[config.mk]
export PLATFORM = sky130hd
export DESIGN_NAME = cache_ctrl
export DESIGN_NICKNAME = d
export VERILOG_FILES = /design/src/source/cache_pkg.sv /design/src/source/cache_ctrl.sv
export SDC_FILE = /design/constraint.sdc
export NUM_CORES = 2
export LEC_CHECK = 0
export BUFFER_PORTS_ARGS = -buffer_cell sky130_fd_sc_hd__buf_2
export CAP_MARGIN = 20
export CORE_AREA = 2 2 466 468
export CTS_BUF_LIST = sky130_fd_sc_hd__clkbuf_16
export CTS_CLUSTER_DIAMETER = 60
export CTS_CLUSTER_SIZE = 28
export DETAILED_ROUTE_END_ITERATION = 7
export DIE_AREA = 0 0 468 470
export GPL_ROUTABILITY_DRIVEN = 0
export HOLD_SLACK_MARGIN = 0.05
export SLEW_MARGIN = 5
export SYNTH_ARGS = -nofsm -noshare
export SYNTH_HDL_FRONTEND = slang
export SYNTH_SLANG_ARGS = --single-unit
[constraint.sdc]
create_clock -name clk -period 6.68 [get_ports clk]
set_clock_uncertainty 0.1 [all_clocks]
set_input_delay 0.334 -clock clk [delete_from_list [all_inputs] [get_ports clk]]
set_output_delay 0.334 -clock clk [all_outputs]
set_load 0.01 [all_outputs]
[src/source/cache_pkg.sv]
// ############################
// address field widths are fixed here, word index is offset[3:2]
// ############################

package cache_pkg;

    localparam int addr_len = 27;
    localparam int offset_len = 4;
    localparam int index_len = 6;
    localparam int tag_len = addr_len - index_len - offset_len;
    localparam int word_len = 32;
    localparam int line_len = 128;
    localparam int words_per_line = line_len / word_len;
    localparam int num_ways = 4;
    localparam int word_sel_len = $clog2(words_per_line);

    typedef logic [word_len-1:0] word_t;
    typedef logic [line_len-1:0] line_t; // word 0 in the low bits

    typedef struct packed {
        logic [tag_len-1:0]    tag;
        logic [index_len-1:0]  index;
        logic [offset_len-1:0] offset; // byte offset in the line
    } cache_addr_t;

    typedef union packed {
        logic [addr_len-1:0] raw;
        cache_addr_t         f;
    } cache_addr_u;

    typedef struct packed {
        logic used;
        logic valid;
    } way_status_t;

    typedef logic [num_ways-1:0] way_vec_t;

    typedef struct packed {
        logic [tag_len-1:0] tag;
        way_status_t        status;
        line_t              data;
    } way_rd_t;

    typedef struct packed {
        logic               status_en;
        logic               data_en;  // also loads the tag
        logic [tag_len-1:0] tag;
        way_status_t        status;
        line_t              data;
    } way_wr_t;

    function automatic word_t word_extract(line_t line, logic [offset_len-1:0] offset);
        logic [word_sel_len-1:0] sel;
        sel = offset[offset_len-1 -: word_sel_len];
        return line[sel*word_len +: word_len];
    endfunction

    function automatic line_t word_insert(line_t line, logic [offset_len-1:0] offset,
                                          word_t word);
        logic [word_sel_len-1:0] sel;
        line_t                   res;
        sel = offset[offset_len-1 -: word_sel_len];
        res = line;
        res[sel*word_len +: word_len] = word;
        return res;
    endfunction

endpackage

[src/source/cache_ctrl.sv]
// ############################
// one request in flight, rd_en/wr_en taken in idle only
// ############################
`timescale 1ns/1ps

module cache_ctrl
    import cache_pkg::*;
(
    input  logic                 clk,
    input  logic                 rstn,
    input  cache_addr_u          rd_addr,
    input  logic                 rd_en,
    input  cache_addr_u          wr_addr,
    input  word_t                wr_data,
    input  logic                 wr_en,
    output logic                 rd_fin,
    output word_t                rd_data,
    output logic                 wr_fin,
    output cache_addr_u          ddr_rd_addr,
    output logic                 ddr_rd_en,
    output cache_addr_u          ddr_wr_addr,
    output line_t                ddr_wr_data,
    output logic                 ddr_wr_en,
    input  logic                 ddr_rd_fin,
    input  line_t                ddr_rd_data,
    input  logic                 ddr_wr_fin,
    output logic [index_len-1:0] index,
    output way_wr_t              way_wr [num_ways],
    output logic [tag_len-1:0]   req_tag,
    input  logic                 hit,
    input  way_vec_t             hit_way,
    input  line_t                hit_line,
    input  way_vec_t             victim,
    input  logic                 all_used
);

    typedef enum logic [2:0] {
        st_idle,
        st_compare,
        st_rd_wait,      // read miss, line fetch
        st_wr_hit_wait,
        st_wm_rd_wait,   // write miss, line fetch
        st_wm_wr_wait,   // write miss, merged line out
        st_done
    } state_t;

    typedef struct packed {
        logic        is_wr;
        cache_addr_u addr;
        word_t       data;
    } req_t;

    localparam way_status_t st_live = '{used: 1'b1, valid: 1'b1};

    state_t      state;
    req_t        req;
    way_vec_t    victim_q;
    cache_addr_u line_addr;
    line_t       merged_hit;
    line_t       merged_miss;

    function automatic way_wr_t fill_cmd(logic [tag_len-1:0] tag, line_t data);
        return '{status_en: 1'b1, data_en: 1'b1, tag: tag, status: st_live, data: data};
    endfunction

    // incoming index at request time, held index after
    always_comb begin
        if (state == st_idle) begin
            index = wr_en ? wr_addr.f.index : rd_addr.f.index;
        end else begin
            index = req.addr.f.index;
        end
    end

    assign req_tag = req.addr.f.tag;

    always_comb begin
        line_addr.f = '{tag: req.addr.f.tag, index: req.addr.f.index, offset: '0};
    end

    assign merged_hit  = word_insert(hit_line, req.addr.f.offset, req.data);
    assign merged_miss = word_insert(ddr_rd_data, req.addr.f.offset, req.data);

    always_ff @(posedge clk) begin
        if (!rstn) begin
            state     <= st_idle;
            rd_fin    <= 1'b0;
            rd_data   <= '0;
            wr_fin    <= 1'b0;
            ddr_rd_en <= 1'b0;
            ddr_wr_en <= 1'b0;
            way_wr    <= '{default: '0};
        end else begin
            rd_fin    <= 1'b0;
            wr_fin    <= 1'b0;
            ddr_rd_en <= 1'b0;
            ddr_wr_en <= 1'b0;
            way_wr    <= '{default: '0}; // way commands last one cycle
            case (state)
                st_idle: begin
                    if (rd_en || wr_en) begin
                        state <= st_compare;
                    end
                end
                st_compare: begin
                    for (int i = 0; i < num_ways; i++) begin
                        // aging on reads, used implies valid so valid stays 1
                        if (!req.is_wr && (all_used || hit_way[i])) begin
                            way_wr[i].status_en <= 1'b1;
                            way_wr[i].status    <= '{used: hit_way[i], valid: 1'b1};
                        end
                        if (req.is_wr && hit_way[i]) begin
                            way_wr[i] <= fill_cmd(req.addr.f.tag, merged_hit);
                        end
                    end
                    if (!req.is_wr && hit) begin
                        rd_fin  <= 1'b1;
                        rd_data <= word_extract(hit_line, req.addr.f.offset);
                        state   <= st_done;
                    end else if (!req.is_wr) begin
                        ddr_rd_en <= 1'b1;
                        state     <= st_rd_wait;
                    end else if (hit) begin
                        ddr_wr_en <= 1'b1;
                        state     <= st_wr_hit_wait;
                    end else begin
                        ddr_rd_en <= 1'b1;
                        state     <= st_wm_rd_wait;
                    end
                end
                st_rd_wait: begin
                    if (ddr_rd_fin) begin
                        for (int i = 0; i < num_ways; i++) begin
                            if (victim_q[i]) begin
                                way_wr[i] <= fill_cmd(req.addr.f.tag, ddr_rd_data);
                            end
                        end
                        rd_fin  <= 1'b1;
                        rd_data <= word_extract(ddr_rd_data, req.addr.f.offset);
                        state   <= st_done;
                    end
                end
                st_wm_rd_wait: begin
                    if (ddr_rd_fin) begin
                        for (int i = 0; i < num_ways; i++) begin
                            if (victim_q[i]) begin
                                way_wr[i] <= fill_cmd(req.addr.f.tag, merged_miss);
                            end
                        end
                        ddr_wr_en <= 1'b1;
                        state     <= st_wm_wr_wait;
                    end
                end
                st_wr_hit_wait, st_wm_wr_wait: begin
                    if (ddr_wr_fin) begin
                        wr_fin <= 1'b1;
                        state  <= st_done;
                    end
                end
                default: state <= st_idle; // st_done, last way write goes out here
            endcase
        end
    end

    always_ff @(posedge clk) begin
        if (state == st_idle && (rd_en || wr_en)) begin
            req <= '{is_wr: wr_en, addr: wr_en ? wr_addr : rd_addr, data: wr_data};
        end
        if (state == st_compare) begin
            victim_q    <= victim;
            ddr_rd_addr <= line_addr;
            ddr_wr_addr <= line_addr;
            ddr_wr_data <= merged_hit;
        end
        if (state == st_wm_rd_wait && ddr_rd_fin) begin
            ddr_wr_data <= merged_miss;
        end
    end

    a_req_in_idle: assert property (@(posedge clk) disable iff (!rstn)
        (rd_en || wr_en) |-> state == st_idle);

    a_req_exclusive: assert property (@(posedge clk) disable iff (!rstn)
        !(rd_en && wr_en));

endmodule

==> impl_metrics.yaml <==
worst_setup_path:
  rr_startpoint: "req[34]"
  rrSetupSlack_ns: 1.77
  r2r_cells: 8
  crit_family: "buffers and inverters"
  cpMostUsedCell: "buf_4"
  required_ns: 7.26
  crit_type: "flip-flop to flip-flop"
  critPathLaunchType: "flip-flop"
  cp-end-kind: "flip-flop"
  path_max_fanout: 51
  crit_cells: 8
  r2r_end: "way_wr[190]"
  slowest_delay_ns: 0.90
  crit_buf_inv: 3
  cp.arrival_ns: 5.49
  cp_cell_sequence: "buf_4 -> ha_2 -> and4b_4 -> buf_4 -> a22o_1 -> nand2_1 -> o22ai_1 -> dlygate4sd3_1"
  critPathSlowestCell: "and4b_4"
global_routing:
  grt_max_degree: 81
  antenna_found_initial: 82
  grt_pass1_vias: 33338
  grt_pass1_wl_microns: 321400
  groute.usage.overall_pct: 21.97
  grt_overflow: 0
floorplanning:
  coreArea_sq_um: 215700
  die_area_sq_um: 220000
  start_util_pct: 15.40
  chipHeight_microns: 470
  die_x_microns: 468
  rows: 171
  pin_count: 1195
hold_path:
  hp-start: "ddr_rd_data[123]"
  hold_depth: 3
  whs_endpoint: "way_wr[123]"
  hp-class: "input pin to flip-flop"
clocking:
  postCtsHoldBufs: 447
  cts.sinks: 844
  htree_levels: 3
  clk_pin_slew_ns: 0.08
  cts_tree: "yes"
  cts-root-buf: "clkbuf_16"
  postCtsSetupBuffers: 0
  clk_latency_ns: 0.76
  ctsResizeCount: 0
  cts_max_path_buffers: 3
  numCtsBuffers: 90
status:
  status: "completed"
routing:
  dr.pass1.iters: 7
  dr_wl_met2_microns: 108900
  routed_wl_microns: 253400
  drt-met1-wl_microns: 96310
  antenna_left: 0
  drc: 0
  highest_layer: "met5"
  wl_per_cell_microns: 34.32
  via_per_inst: 4.676
  dr.first_iter.drc_count: 3690
  wl_met3_microns: 30850
  vias: 34530
yosys:
  ys_warn_count: 0
  ys_types: 57
  synthFlopType: "dfxtp_1"
  synthArstFlopShare_pct: 0
  synth_area_sq_um: 33210
  synthCells: 2931
  synth.avg_cell_area_sq_um: 11.33
  ys_ff_latch: 844
  synth_edf_count: 213
  yosysSeqAreaShare_pct: 57.30
final_layout:
  final_nets: 4779
  fin_cells: 7385
  drive_gt1_share_pct: 35.80
  layout_common_cells: "buf_2 (1182), dfxtp_1 (631), o22ai_1 (478), dlygate4sd3_1 (447), edfxtp_1 (213)"
  final_common_cell: "buf_2"
  synthToLayoutAreaGrowth_pct: 51.51
power_and_ir_drop:
  leakage_nw: 20.96
  p_per_area_nw_per_um2: 425.0
  vdd_ir_drop_max_mv: 0.2581
timing:
  finalSetupViolCount: 0
  hold_violations: 0
  finalMaxSlewViolations: 0
  finalSetupTns_ns: 0
  worst_pin_slew_ns: 1.314
  worst_slack_ns: 1.770
  finalCritPeriodShare_pct: 73.50
  relSlewSlack_pct: 11.51
  max_freq_mhz: 203.7
  grt_setup_unrepaired: "false"
  period_minus_slack_ns: 4.910
place:
  dp.cells: 6727
  portBuffers: 1182
  dp_hpwl_microns: 195100
  dpl_worst_slack_ns: 2.294
job:
  cap_viol_max_count: 0
## Yosys cell counts (30+ instances only)
master      n  area share (%)
edfxtp_1  213              19
dfxtp_1   631              38
a22oi_1    98             2.2
o22ai_1   478             9.0
a21oi_1    42            0.63
nand3b_1   60             1.4
buf_4      60             1.4
o21ai_1    35            0.53
mux4_2     33             2.2
mux2_2     42             1.4
mux2i_1   158             4.8
nand2b_1   34            0.64
o21ai_0   129             1.9
o21bai_1   36            0.81
o22ai_2    30             1.1
clkbuf_1  172             1.9
nor2b_1    70             1.3
nand2_1   166             1.9
buf_2      79             1.2
and2_1    106             2.0
a21o_1     32            0.72
## layer usage
layer  GRT usage (%)  vias up
met5               0        -
met4           12.35       20
met3           8.318      717
met2           33.77     2922
met1           26.15    16803
li1                -    14068
## cells by family after synthesis
kind of cell	count (synthesis)	share of synthesized area (%)
buf+inv	356	5.203
fa+ha+maj	8	0.3014
other cells	1	0.01129
compound gates	991	19.96
mux	255	9.170
simple gates	474	8.006
flops	844	57.30
xor+xnor	2	0.05276
## worst register-to-register path, stage by stage, from the launching register on
cell and delay (ns):
edfxtp_1 0.61, buf_4 0.60, ha_2 0.83, and4b_4 0.90, buf_4 0.63, a22o_1 0.21, nand2_1 0.11, o22ai_1 0.27
dlygate4sd3_1 0.59
## where the power goes
group	switching, mW	total (mW)	internal (mW)
Combinational	6.23	8.54	2.31
Sequential	0.646	7.03	6.38
Clock	2.89	5.82	2.93
Total	9.77	21.4	11.6
## flip-flops by register name, summed over array words and instances, names as in the netlist
register	cells
ddr_rd_en	1
ddr_wr_addr	23
ddr_wr_data	128
ddr_wr_en	1
line_addr	6
rd_data	32
rd_fin	1
req	35
req_tag	17
state	3
victim_q	4
way_wr	592
wr_fin	1
## metrics by stage
stage | hold slack, ns | cell area, sq um | total power, mW | utilization (%)
after floorplan | 0.3222 | 33240 | 10.60 | -
after global placement | 0.3321 | 42190 | 15.31 | 19.56
after detailed placement | 0.3366 | 42220 | 15.38 | 19.58
after CTS | 0.05211 | 50210 | 21.51 | 23.28
after global routing | 0.1034 | 50260 | 22.09 | 23.30
final | 0.1089 | 50320 | 21.39 | 23.33
## worst max path at each step
| stage | startpoint | endpoint |
|---|---|---|
| after floorplan | state[2] | ddr_wr_data[0] |
| after global placement | req[34] | way_wr[39] |
| after detailed placement | req[34] | way_wr[480] |
| after CTS | req[34] | way_wr[486] |
| after global routing | req[34] | way_wr[190] |
| final | req[34] | way_wr[190] |
## cell type report
cell class	count	area [sq um]
multi-input combinational	1738	12800
sequential	844	19030
fill	23142	165400
timing repair buffer	1731	11280
clock inverter	78	1210
clock buffer	92	2302
tap	2854	3571
antenna	40	100.1
inverter	8	30.03
(Power assumes the default switching activity.)
