**config.mk**
```make
export PLATFORM = sky130hd
export DESIGN_NAME = way_select
export DESIGN_NICKNAME = d
export VERILOG_FILES = /design/src/source/cache_pkg.sv /design/src/source/way_select.sv
export SDC_FILE = /design/constraint.sdc
export NUM_CORES = 1
export LEC_CHECK = 0
export BUFFER_PORTS_ARGS = -buffer_cell sky130_fd_sc_hd__buf_2
export CAP_MARGIN = 40
export CORE_AREA = 2 2 288 290
export DETAILED_ROUTE_END_ITERATION = 6
export DIE_AREA = 0 0 290 292
export SKIP_LAST_GASP = 1
export SYNTH_ARGS = -nofsm -noshare
export SYNTH_HDL_FRONTEND = slang
export SYNTH_SLANG_ARGS = --single-unit
```
**constraint.sdc**
```tcl
create_clock -name vclk -period 4.95
set_clock_uncertainty 0.1 [all_clocks]
set_input_delay 0.495 -clock vclk [all_inputs]
set_output_delay 0.495 -clock vclk [all_outputs]
set_load 0.02 [all_outputs]
```
**src/source/cache_pkg.sv**
```systemverilog
// ############################
// address field widths are fixed here, word index is offset[3:2]
// ############################

package cache_pkg;

    localparam int addr_len = 27;
    localparam int offset_len = 4;
    localparam int index_len = 6;
    localparam int tag_len = addr_len - index_len - offset_len;
    localparam int word_len = 32;
    localparam int line_len = 128;
    localparam int words_per_line = line_len / word_len;
    localparam int num_ways = 4;
    localparam int word_sel_len = $clog2(words_per_line);

    typedef logic [word_len-1:0] word_t;
    typedef logic [line_len-1:0] line_t; // word 0 in the low bits

    typedef struct packed {
        logic [tag_len-1:0]    tag;
        logic [index_len-1:0]  index;
        logic [offset_len-1:0] offset; // byte offset in the line
    } cache_addr_t;

    typedef union packed {
        logic [addr_len-1:0] raw;
        cache_addr_t         f;
    } cache_addr_u;

    typedef struct packed {
        logic used;
        logic valid;
    } way_status_t;

    typedef logic [num_ways-1:0] way_vec_t;

    typedef struct packed {
        logic [tag_len-1:0] tag;
        way_status_t        status;
        line_t              data;
    } way_rd_t;

    typedef struct packed {
        logic               status_en;
        logic               data_en;  // also loads the tag
        logic [tag_len-1:0] tag;
        way_status_t        status;
        line_t              data;
    } way_wr_t;

    function automatic word_t word_extract(line_t line, logic [offset_len-1:0] offset);
        logic [word_sel_len-1:0] sel;
        sel = offset[offset_len-1 -: word_sel_len];
        return line[sel*word_len +: word_len];
    endfunction

    function automatic line_t word_insert(line_t line, logic [offset_len-1:0] offset,
                                          word_t word);
        logic [word_sel_len-1:0] sel;
        line_t                   res;
        sel = offset[offset_len-1 -: word_sel_len];
        res = line;
        res[sel*word_len +: word_len] = word;
        return res;
    endfunction

endpackage

```
**src/source/way_select.sv**
```systemverilog
// ############################
// purely combinational, inputs come straight from the way registers
// ############################
`timescale 1ns/1ps

module way_select
    import cache_pkg::*;
(
    input  way_rd_t            ways [num_ways],
    input  logic [tag_len-1:0] req_tag,
    output logic               hit,
    output way_vec_t           hit_way,
    output line_t              hit_line,
    output way_vec_t           victim,
    output logic               all_used
);

    way_vec_t match;
    way_vec_t used;

    always_comb begin
        for (int i = 0; i < num_ways; i++) begin
            match[i] = ways[i].status.valid && (ways[i].tag == req_tag);
            used[i]  = ways[i].status.used;
        end
    end

    // lowest matching way wins
    always_comb begin
        hit_way = '0;
        for (int i = num_ways - 1; i >= 0; i--) begin
            if (match[i]) begin
                hit_way    = '0;
                hit_way[i] = 1'b1;
            end
        end
    end

    assign hit = |match;

    always_comb begin
        hit_line = '0;
        for (int i = 0; i < num_ways; i++) begin
            if (hit_way[i]) begin
                hit_line = hit_line | ways[i].data;
            end
        end
    end

    assign all_used = &used;

    // highest way with a clear used bit, way 3 when none is clear
    always_comb begin
        victim = '0;
        victim[num_ways-1] = 1'b1;
        for (int i = 0; i < num_ways; i++) begin
            if (!used[i]) begin
                victim    = '0;
                victim[i] = 1'b1;
            end
        end
    end

    // fills go only to missing tags, so a set never holds a tag twice
    always_comb begin
        a_one_match: assert ($onehot0(match))
            else $error("tag %h found in more than one way", req_tag);
    end

endmodule

```
==> implementation parameters, run 1 <==
Parameter                              Value

Setup path
  Required @ worst endpoint    4.36 ns
  Worst Path Max Fanout    63
  Crit path capture type    primary output
  Start-to-end type of the worst setup path    in2out
  Arrival time at the worst endpoint    roughly 3.3 ns
  Category of the worst setup path launch point    input pin

Global route
  Antenna violations before repair    52
  Largest net degree at the start of global routing    129
  Gr usage total    0.121
  Via count of the first global-routing pass    10300
  First-pass GRT wire length    about 75000 um
  Total grt overflow    0

Timing
  Slew headroom    0.425
  Min Clock Period, post-route    approximately 4 ns
  Number of setup violations in the final report    0
  Number of hold-slack violations in the final timing report    0
  Transition time at the pin with the least slew margin    around 0.86 ns
  Maximum clock rate    ~250 MHz
  TNS Setup    0 ns
  Setup repair after global routing missed its margin    no
  Final Max Slew Viols    0
  Portion of the clock cycle consumed by the worst path in the final layout    0.792

Finish
  Sequential Area    0 sq um
  Share of the core filled with cells    0.134
  Layout cell share with drive strength beyond 1    0.473
  Flip-flop and latch count    0
  Synthesis-to-finish area growth    80.7%
  Clock buffer instance count of the final layout    0
  Number of nets in the layout    approximately 2200

Power and ir drop
  Pwr per Cell Area    roughly 45 nW/um^2
  Worst ir drop on vdd    ~0.097 mV
  Static Leak    0.00618 uW

Min path
  Number of cells on the worst hold path    3
  Min-delay worst type    in2out

Placed design
  Routability congestion estimate from global placement    around 0.9
  Number of buffers added on ports    approximately 740
  Detailed placement HPWL    47200 um

Synth
  Synthesized area per cell    6.10 sq um
  Top cells by area, synth    sky130_fd_sc_hd__mux2i_1 21%, sky130_fd_sc_hd__o221ai_1 19%, sky130_fd_sc_hd__nand2_1 16%
  Synthesized netlist cell count    roughly 990
  Share of the yosys chip area belonging to registers    0
  Post-synthesis cell type with the largest combined area    sky130_fd_sc_hd__mux2i_1
  Netlist area before placement    between 6000 and 7000 sq um
  Share of Yosys cell area claimed by the top area cell type    0.212
  Net count of the mapped netlist    roughly 1600
  Cell types with the highest counts after synthesis    258 x sky130_fd_sc_hd__nand2_1, 135 x sky130_fd_sc_hd__nor4_1, 129 x sky130_fd_sc_hd__inv_1, 128 x sky130_fd_sc_hd__mux2i_1, 128 x sky130_fd_sc_hd__o221ai_1
  Count of synthesis-stage warnings from yosys    0
  Most common cell in the synthesized netlist    sky130_fd_sc_hd__nand2_1
  Distinct cell type count of the synthesized netlist    24

Routing
  Total number of vias    around 11000
  Final wirelength    54700 um
  Routed length per placed instance    20.1 um
  Initial DRT Pass Iterations    5
  Post-route DRC    0
  Post-detailed-route via-to-cell ratio    slightly below 4
  DR iter-0 viols    652
  Post-route antenna net violation count    0

Floorplan
  Overall die area    84700 sq um
  Std cell rows    105
  Num ports    roughly 740
  Floorplan die height    a little under 300 um
  CORE AREA    81600 sq um
  Effective utilization at floorplan    0.0742
  Die Width    slightly below 300 um

Clocking
  Number of buffers inserted for hold repair after clock tree synthesis    0
  Post-cts resize count    0
  Number of setup buffers added after CTS    0

Job
  Maxcap violations    0

Run status
  Run status    finished, final reports clean
==> logic make-up after synthesis <==
kind of cell              after synthesis  synth area share
buffers and inverters                 245             0.168
and+or+nand+nor                       421             0.332
xor gates and xnor gates               68            0.0984
AOI/OAI and AO/OA                     129             0.190
muxes                                 128             0.212
==> through the flow <==
stage	worst slack, ns	std cells	hold slack (ns)	cell area (sq um)	power (uW)
2_1_floorplan	2.19	991	0.968	6050	154
3_3_place_gp	0.617	2710	1.18	10900	483
3_5_place_dp	1.28	2712	1.18	10900	485
4_1_cts	1.27	2712	1.18	10900	489
5_1_grt	1.01	2717	1.20	10900	534
6_report	1.03	2719	1.18	10900	493
==> power by group <==
group / switching [uW] / internal (uW) / leakage, uW
Combinational: 259 / 234 / 0.00618
Clock: 0 / 0.000189 / 0.0000000444
Sequential: 0 / 0 / 0
Total: 259 / 234 / 0.00618
==> path summary, 6_finish.rpt <==
check,slack [ns],to,from
setup / recovery,1.03,hit_line[23],req_tag[8]
hold / removal,1.18,victim[1],ways[423]
==> cell usage in the layout (no fill, tap or decap), types with 3 or more instances in the layout <==
cell	instances
sky130_fd_sc_hd__buf_2	744
sky130_fd_sc_hd__nand2_1	258
sky130_fd_sc_hd__nor4_1	135
sky130_fd_sc_hd__inv_1	129
sky130_fd_sc_hd__mux2i_1	128
sky130_fd_sc_hd__o221ai_1	128
sky130_fd_sc_hd__xor2_1	36
sky130_fd_sc_hd__xnor2_1	31
sky130_fd_sc_hd__buf_12	11
sky130_fd_sc_hd__buf_4	9
sky130_fd_sc_hd__nand4_1	8
sky130_fd_sc_hd__diode_2	7
sky130_fd_sc_hd__nand3_1	5
sky130_fd_sc_hd__nor2_1	4
sky130_fd_sc_hd__inv_2	3
sky130_fd_sc_hd__nor4_2	3
==> worst max-delay path, stage by stage <==
cell	delay [ns]
sky130_fd_sc_hd__buf_2	0.14
sky130_fd_sc_hd__xor2_1	0.17
sky130_fd_sc_hd__nor4_2	0.56
sky130_fd_sc_hd__nand3_4	0.23
sky130_fd_sc_hd__buf_12	0.23
sky130_fd_sc_hd__nor4_1	0.68
sky130_fd_sc_hd__mux2i_1	0.32
sky130_fd_sc_hd__o221ai_1	0.15
sky130_fd_sc_hd__buf_2	0.21
==> routing by layer <==
metal,GRT usage,part of all wire
met3,0.0326,0.095
met4,0.0372,0.041
met1,0.154,0.42
met5,0,0.0027
met2,0.197,0.44
==> cell type report <==
cell class | instances | area, sq um
Inverter | 132 | 495
Timing Repair Buffer | 764 | 4010
Antenna cell | 7 | 17.5
Tap cell | 1070 | 1340
Fill cell | 9564 | 70700
Multi-Input combinational cell | 746 | 5070
(Power assumes the default switching activity.)
==> run 2, diff against run 1 <==
--- a/config.mk
+++ b/config.mk
@@ -5,11 +5,12 @@
 export SDC_FILE = /design/constraint.sdc
 export NUM_CORES = 1
 export LEC_CHECK = 0
+export ABC_AREA = 1
 export BUFFER_PORTS_ARGS = -buffer_cell sky130_fd_sc_hd__buf_2
 export CAP_MARGIN = 40
-export CORE_AREA = 2 2 288 290
+export CORE_AREA = 2 2 292 294
 export DETAILED_ROUTE_END_ITERATION = 6
-export DIE_AREA = 0 0 290 292
+export DIE_AREA = 0 0 294 296
 export SKIP_LAST_GASP = 1
 export SYNTH_ARGS = -nofsm -noshare
 export SYNTH_HDL_FRONTEND = slang
==> constraint.sdc (replaced) <==
create_clock -name vclk -period 3.4
set_clock_uncertainty 0.1 [all_clocks]
set_input_delay 0.34 -clock vclk [all_inputs]
set_output_delay 0.34 -clock vclk [all_outputs]
set_load 0.02 [all_outputs]
==> run 2 against run 1 <==
Non-clock buffer count increased by 7. Combinational power increased by 9.3%. Sequential share of layout area unchanged. Critical path type unchanged. Final cell count increased by 12%. First-iteration DRC count decreased by 3.2%. Final area decreased by 2.0%. Area after synthesis decreased by 2.6%. Core utilization decreased by 0.68 points. Highest routed layer unchanged.
==> implementation parameters, run 2 <==
Parameter                              Value

Finish
  Highest-count cells in the layout ignoring fill and taps    743 x sky130_fd_sc_hd__buf_2, 519 x sky130_fd_sc_hd__nand3_1, 368 x sky130_fd_sc_hd__nand2_1
  Layout cell share with drive strength beyond 1    0.408 (-0.0648)
  Clock buffer instance count of the final layout    0 (unchanged)
  Share of the core filled with cells    0.127 (-0.00676)
  Flip-flop and latch count    0 (unchanged)
  Most common cell after layout, fill and taps aside    sky130_fd_sc_hd__buf_2
  Synthesis-to-finish area growth    81.9%
  Cell Count, Final, Fillers Out    3038 (+12%)
  Number of nets in the layout    2537 (+13%)
  Sequential Area    0 sq um (unchanged)

Synth
  Count of synthesis-stage warnings from yosys    0 (unchanged)
  Synthesized-area fraction occupied by adder cells    0 (unchanged)
  Most common cell in the synthesized netlist    sky130_fd_sc_hd__nand3_1
  Synthesized area per cell    4.68 sq um (-23%)
  Post-synthesis cell type with the largest combined area    sky130_fd_sc_hd__nand3_1
  Proportion of synthesized area in mux cells    0 (-0.212)
  Xor and xnor fraction of the mapped netlist area    0.0223 (-0.0761)
  Share of the yosys chip area belonging to registers    0 (unchanged)
  Simple-gate share of the synthesized area    0.714 (+0.383)
  Share of Yosys cell area claimed by the top area cell type    0.441 (+0.229)
  Distinct cell type count of the synthesized netlist    27 (+13%)
  Top cells by area, synth    sky130_fd_sc_hd__nand3_1 44%, sky130_fd_sc_hd__nand2_1 23%, sky130_fd_sc_hd__inv_1 11%
  Netlist area before placement    5890 sq um (-2.6%)
  Synthesized netlist cell count    1258 (+27%)
  Net count of the mapped netlist    1863 (+17%)
  Dominant combinational cell family by area after synthesis    simple AND/OR/NAND/NOR gates
  Synthesized-area fraction occupied by ao, oa, aoi and oai cells    0.0238 (-0.166)
  Cell types with the highest counts after synthesis    519 x sky130_fd_sc_hd__nand3_1, 368 x sky130_fd_sc_hd__nand2_1, 173 x sky130_fd_sc_hd__inv_1, 53 x sky130_fd_sc_hd__buf_2, 35 x sky130_fd_sc_hd__buf_6

Run status
  Run status    finished, final reports clean

Clocking
  Number of setup buffers added after CTS    0 (unchanged)
  Post-cts resize count    0 (unchanged)
  Number of buffers inserted for hold repair after clock tree synthesis    0 (unchanged)

Min path
  Min-delay worst type    in2out

Power and ir drop
  Static Leak    0.00611 uW (-1.3%)
  Worst ir drop on vdd    0.0265 mV (-73%)
  Pwr per Cell Area    50.3 nW/um^2 (+12%)

Job
  Maxcap violations    0 (unchanged)

Placed design
  Number of buffers added on ports    743 (unchanged)
  Routability congestion estimate from global placement    0.915 (+1.5%)
  Detailed placement HPWL    50800 um (+7.7%)
  Placed cell count    3020 (+11%)

Global route
  Total grt overflow    0 (unchanged)
  Largest net degree at the start of global routing    82 (-36%)
  First-pass GRT wire length    74600 um (-0.44%)
  Via count of the first global-routing pass    10400 (+1.7%)
  Antenna violations before repair    67 (+29%)
  Gr usage total    0.121 (+0.000369)

Floorplan
  Floorplan die height    296 um (+1.4%)
  CORE AREA    84200 sq um (+3.2%)
  Overall die area    87000 sq um (+2.8%)
  Effective utilization at floorplan    0.0699 (-0.00421)
  Die Width    294 um (+1.4%)
  Num ports    743 (unchanged)
  Std cell rows    107 (+1.9%)

Timing
  Min Clock Period, post-route    2.99 ns
  Final Max Slew Viols    0 (unchanged)
  Portion of the clock cycle consumed by the worst path in the final layout    0.879
  Number of setup violations in the final report    0 (unchanged)
  Transition time at the pin with the least slew margin    0.495 ns (-0.360 ns)
  Number of hold-slack violations in the final timing report    0 (unchanged)
  TNS Setup    0 ns (unchanged)
  Slew headroom    0.670 (+0.245)
  Setup repair after global routing missed its margin    no
  Maximum clock rate    between 300 and 400 MHz
  Post-route worst hold slack    0.862 ns (-0.320 ns)

Routing
  Post-route DRC    0 (unchanged)
  Total number of vias    11600 (+8.6%)
  Initial DRT Pass Iterations    6 (+1)
  Post-detailed-route via-to-cell ratio    3.80 (-2.8%)
  Post-route antenna net violation count    0 (unchanged)
  DR iter-0 viols    631 (-3.2%)
  Routed length per placed instance    19.1 um (-4.9%)
  Final wirelength    58100 um (+6.3%)

Setup path
  Crit. Startpoint    req_tag[7]
  Crit path capture type    primary output
  Worst Path Max Fanout    36 (-43%)
  Start-to-end type of the worst setup path    in2out
  CP endpoint    hit_line[31]
  Category of the worst setup path launch point    input pin
  Required @ worst endpoint    2.96 ns (-1.40 ns)
  Arrival time at the worst endpoint    2.55 ns (-0.78 ns)
-- run 2: critical path, stage by stage --
cell and delay [ns]:
sky130_fd_sc_hd__buf_2 0.11, sky130_fd_sc_hd__inv_1 0.13, sky130_fd_sc_hd__o21ai_0 0.11, sky130_fd_sc_hd__nor3_1 0.44, sky130_fd_sc_hd__nand3_1 0.24, sky130_fd_sc_hd__nor2_4 0.20, sky130_fd_sc_hd__buf_12 0.21, sky130_fd_sc_hd__buf_12 0.23
sky130_fd_sc_hd__nand3_1 0.10, sky130_fd_sc_hd__nand3_1 0.09, sky130_fd_sc_hd__buf_2 0.25
-- run 2: kinds of logic (layout without fill, tap and decap cells) --
| family | count (synthesis) | in the layout |
|---|---|---|
| buf+inv | 281 | 953 |
| compound gates | 25 | 25 |
| xor+xnor | 15 | 15 |
| simple gates | 937 | 937 |
| other cells | 0 | 18 |
-- run 2: stage by stage --
| stage | instance area [sq um] | power [uW] | setup slack (ns) |
|---|---|---|---|
| 5_1_grt | 10700 | 587 | 0.194 |
| 3_3_place_gp | 10700 | 534 | 0.328 |
| 6_report | 10700 | 539 | 0.410 |
| 3_5_place_dp | 10700 | 536 | 0.384 |
| 4_1_cts | 10700 | 538 | 0.374 |
| 2_1_floorplan | 5890 | 98.9 | 1.30 |
-- run 2: where the power goes --
group / total (uW) / internal, uW / switching [uW]
registers: 0 / 0 / 0
clock network: 0.000675 / 0.000675 / 0
logic: 539 / 293 / 246
-- run 2: layout make-up --
| type | instances | area, sq um |
|---|---|---|
| multi-input cells | 977 | 4510 |
| repair buffers | 771 | 4100 |
| well taps | 1090 | 1360 |
| inverters | 182 | 693 |
| diodes | 18 | 45.0 |
| fillers | 9993 | 73500 |
-- run 2: worst min path at each step --
stage / to / slack, ns / cells past startpoint / from
floorplan: victim[1] / 0.66 / 1 / ways[423]
global placement: victim[1] / 0.86 / 3 / ways[423]
detailed placement: victim[1] / 0.86 / 3 / ways[423]
CTS: victim[1] / 0.86 / 3 / ways[423]
global route: victim[1] / 0.88 / 3 / ways[423]
finish: victim[1] / 0.86 / 3 / ways[423]
-- run 2: routing by layer --
metal | wire [um] | vias to the layer above | global-route usage
li1 | - | 5435 | -
met1 | 22100 | 5099 | 0.137
met2 | 26400 | 826 | 0.207
met3 | 7490 | 151 | 0.0546
met4 | 1820 | 40 | 0.0295
met5 | 327 | - | 0.00721
==> run 3, diff against run 2 <==
--- a/config.mk
+++ b/config.mk
@@ -8,9 +8,13 @@
 export ABC_AREA = 1
 export BUFFER_PORTS_ARGS = -buffer_cell sky130_fd_sc_hd__buf_2
 export CAP_MARGIN = 40
-export CORE_AREA = 2 2 292 294
+export CELL_PAD_IN_SITES_DETAIL_PLACEMENT = 1
+export CELL_PAD_IN_SITES_GLOBAL_PLACEMENT = 2
+export CORE_AREA = 2 2 288 290
 export DETAILED_ROUTE_END_ITERATION = 6
-export DIE_AREA = 0 0 294 296
+export DIE_AREA = 0 0 290 292
+export MAX_ROUTING_LAYER = met4
+export PLACE_DENSITY_LB_ADDON = 0.1
 export SKIP_LAST_GASP = 1
 export SYNTH_ARGS = -nofsm -noshare
 export SYNTH_HDL_FRONTEND = slang
==> run 3 against run 2 <==
Flip-flop and latch count stayed put. Total power decreased by 5.2%. Final area rose by 1.1%. Critical path depth grew 5.
==> implementation parameters, run 3 (synthesis gave the netlist of run 2 again) <==
Parameter                              Value

Setup path
  Category of the worst setup path launch point    input pin
  Cell at the slowest stage of the critical path    sky130_fd_sc_hd__buf_12
  Worst Path Max Fanout    52 (+44%)
  Required @ worst endpoint    2.96 ns (about the same)
  Start-to-end type of the worst setup path    in2out
  Arrival time at the worst endpoint    2.50 ns (-0.05 ns)
  Chain of cells forming the critical path    buf_2 > inv_1 > nand2_1 > o21ai_0 > nor2_1 > nand2_1 > nor2_1 > nand3_4 > inv_4 > buf_12 > buf_4 > nand2_1 > nand2_1 > inv_1 > nand3_1 > buf_2
  Cell family contributing the most delay on the critical path    buffers and inverters
  Most used cell along the critical path    sky130_fd_sc_hd__nand2_1
  Crit path capture type    primary output
  Stage delay of the slowest cell on the critical path    0.23 ns (-0.21 ns)
  CP Buf/Inv Count    7 (+2)

Timing
  Slew headroom    0.639 (-0.0307)
  Final Max Slew Viols    0 (unchanged)
  Maximum clock rate    340 MHz (+1.8%)
  Number of setup violations in the final report    0 (unchanged)
  Transition time at the pin with the least slew margin    0.541 ns (+0.0461 ns)
  Number of hold-slack violations in the final timing report    0 (unchanged)
  Setup repair after global routing missed its margin    no
  Portion of the clock cycle consumed by the worst path in the final layout    0.864 (-0.0153)
  Post-route worst hold slack    0.866 ns (+0.00415 ns)
  Min Clock Period, post-route    2.94 ns (-0.0519 ns)
  TNS Setup    0 ns (unchanged)

Placed design
  Routability congestion estimate from global placement    0.784 (-14%)
  Number of buffers added on ports    743 (unchanged)
  Placed cell count    3011 (-0.30%)
  Detailed placement HPWL    51200 um (+0.71%)

Job
  Maxcap violations    0 (unchanged)

Routing
  Post-route antenna net violation count    0 (unchanged)
  DR iter-0 viols    319 (-49%)
  Met2 WL post-DR    33100 um (+25%)
  Routed length per placed instance    20.1 um (+5.0%)
  Total number of vias    11000 (-4.7%)
  Final wirelength    60800 um (+4.6%)
  Post-detailed-route via-to-cell ratio    3.63 (-4.4%)
  Initial DRT Pass Iterations    4 (-2)
  Total length of routed met3 wires    3450 um (-54%)
  Routed metal-1 wire length    24000 um (+8.7%)
  Top Metal Used    met4
  Post-route DRC    0 (unchanged)

Finish
  Sequential Area    0 sq um (unchanged)
  Number of nets in the layout    2548 (+0.43%)
  Synthesis-to-finish area growth    83.8%
  Layout cell share with drive strength beyond 1    0.411 (+0.00336)
  Flip-flop and latch count    0 (unchanged)
  Multi-input gate area    4510 sq um (unchanged)
  Cell Count, Final, Fillers Out    3028 (-0.33%)
  Clock buffer instance count of the final layout    0 (unchanged)
  Filler cells    10500 (+4.8%)
  Highest-count cells in the layout ignoring fill and taps    743 x sky130_fd_sc_hd__buf_2, 519 x sky130_fd_sc_hd__nand3_1, 368 x sky130_fd_sc_hd__nand2_1
  Most common cell after layout, fill and taps aside    sky130_fd_sc_hd__buf_2

Run status
  Run status    finished, final reports clean

Power and ir drop
  Pwr per Cell Area    47.2 nW/um^2 (-6.2%)
  Static Leak    0.00618 uW (+1.3%)
  Worst ir drop on vdd    0.0248 mV (-6.5%)
  Power, Total    511 uW (-5.2%)

Clocking
  Number of setup buffers added after CTS    0 (unchanged)
  Number of buffers inserted for hold repair after clock tree synthesis    0 (unchanged)
  Post-cts resize count    0 (unchanged)

Floorplan
  Floorplan die height    292 um (-1.4%)
  Std cell rows    105 (-1.9%)
  Overall die area    84700 sq um (-2.7%)
  Die Width    290 um (-1.4%)
  CORE AREA    81600 sq um (-3.1%)
  Num ports    743 (unchanged)
  Effective utilization at floorplan    0.0722 (+0.00225)

Min path
  Number of cells on the worst hold path    3 (unchanged)
  Min-delay worst type    in2out
  Hold_sp    ways[423]
  Worst Hold Endpoint    victim[1]

Global route
  First-pass GRT wire length    85600 um (+15%)
  Antenna violations before repair    25 (-63%)
  Gr usage total    0.140 (+0.0187)
  Total grt overflow    0 (unchanged)
  Via count of the first global-routing pass    11800 (+14%)
  Largest net degree at the start of global routing    75 (-8.5%)
run 3: changes by cell type in the layout (fill, tap and decap cells not counted), sizes merged:
cell   change
buf       +11
diode      -1
run 3: how the worst max path moves through the flow:
stage	start	cells past startpoint	endpoint
6_report	req_tag[7]	16	hit_line[36]
3_5_place_dp	req_tag[1]	16	hit_line[88]
4_1_cts	req_tag[1]	16	hit_line[88]
2_1_floorplan	req_tag[2]	10	hit_line[17]
5_1_grt	req_tag[1]	16	hit_line[87]
3_3_place_gp	req_tag[1]	16	hit_line[88]
run 3: area by class of cell:
class / count / area share
diodes: 17 / 0.00393
inverters: 182 / 0.0636
multi-input cells: 977 / 0.416
well taps: 1070 / 0.124
repair buffers: 782 / 0.392
run 3: layer usage:
layer | up-vias | global-route usage
li1 | 5459 | -
met3 | 18 | 0.0288
met1 | 5124 | 0.153
met4 | 0 | 0.00495
met2 | 404 | 0.272
met5 | - | -
run 3: where the power goes:
| group | internal [uW] | switching, uW | total, uW |
|---|---|---|---|
| Clock | 0.000672 | 0 | 0.000672 |
| Combinational | 292 | 219 | 511 |
| Sequential | 0 | 0 | 0 |
run 3: through the flow:
step,setup slack (ns),utilization,instance area [sq um]
floorplan,1.30,-,5890
global placement,0.352,0.132,10800
detailed placement,0.350,0.132,10800
CTS,0.345,0.132,10800
global route,0.156,0.133,10800
finish,0.462,0.133,10800
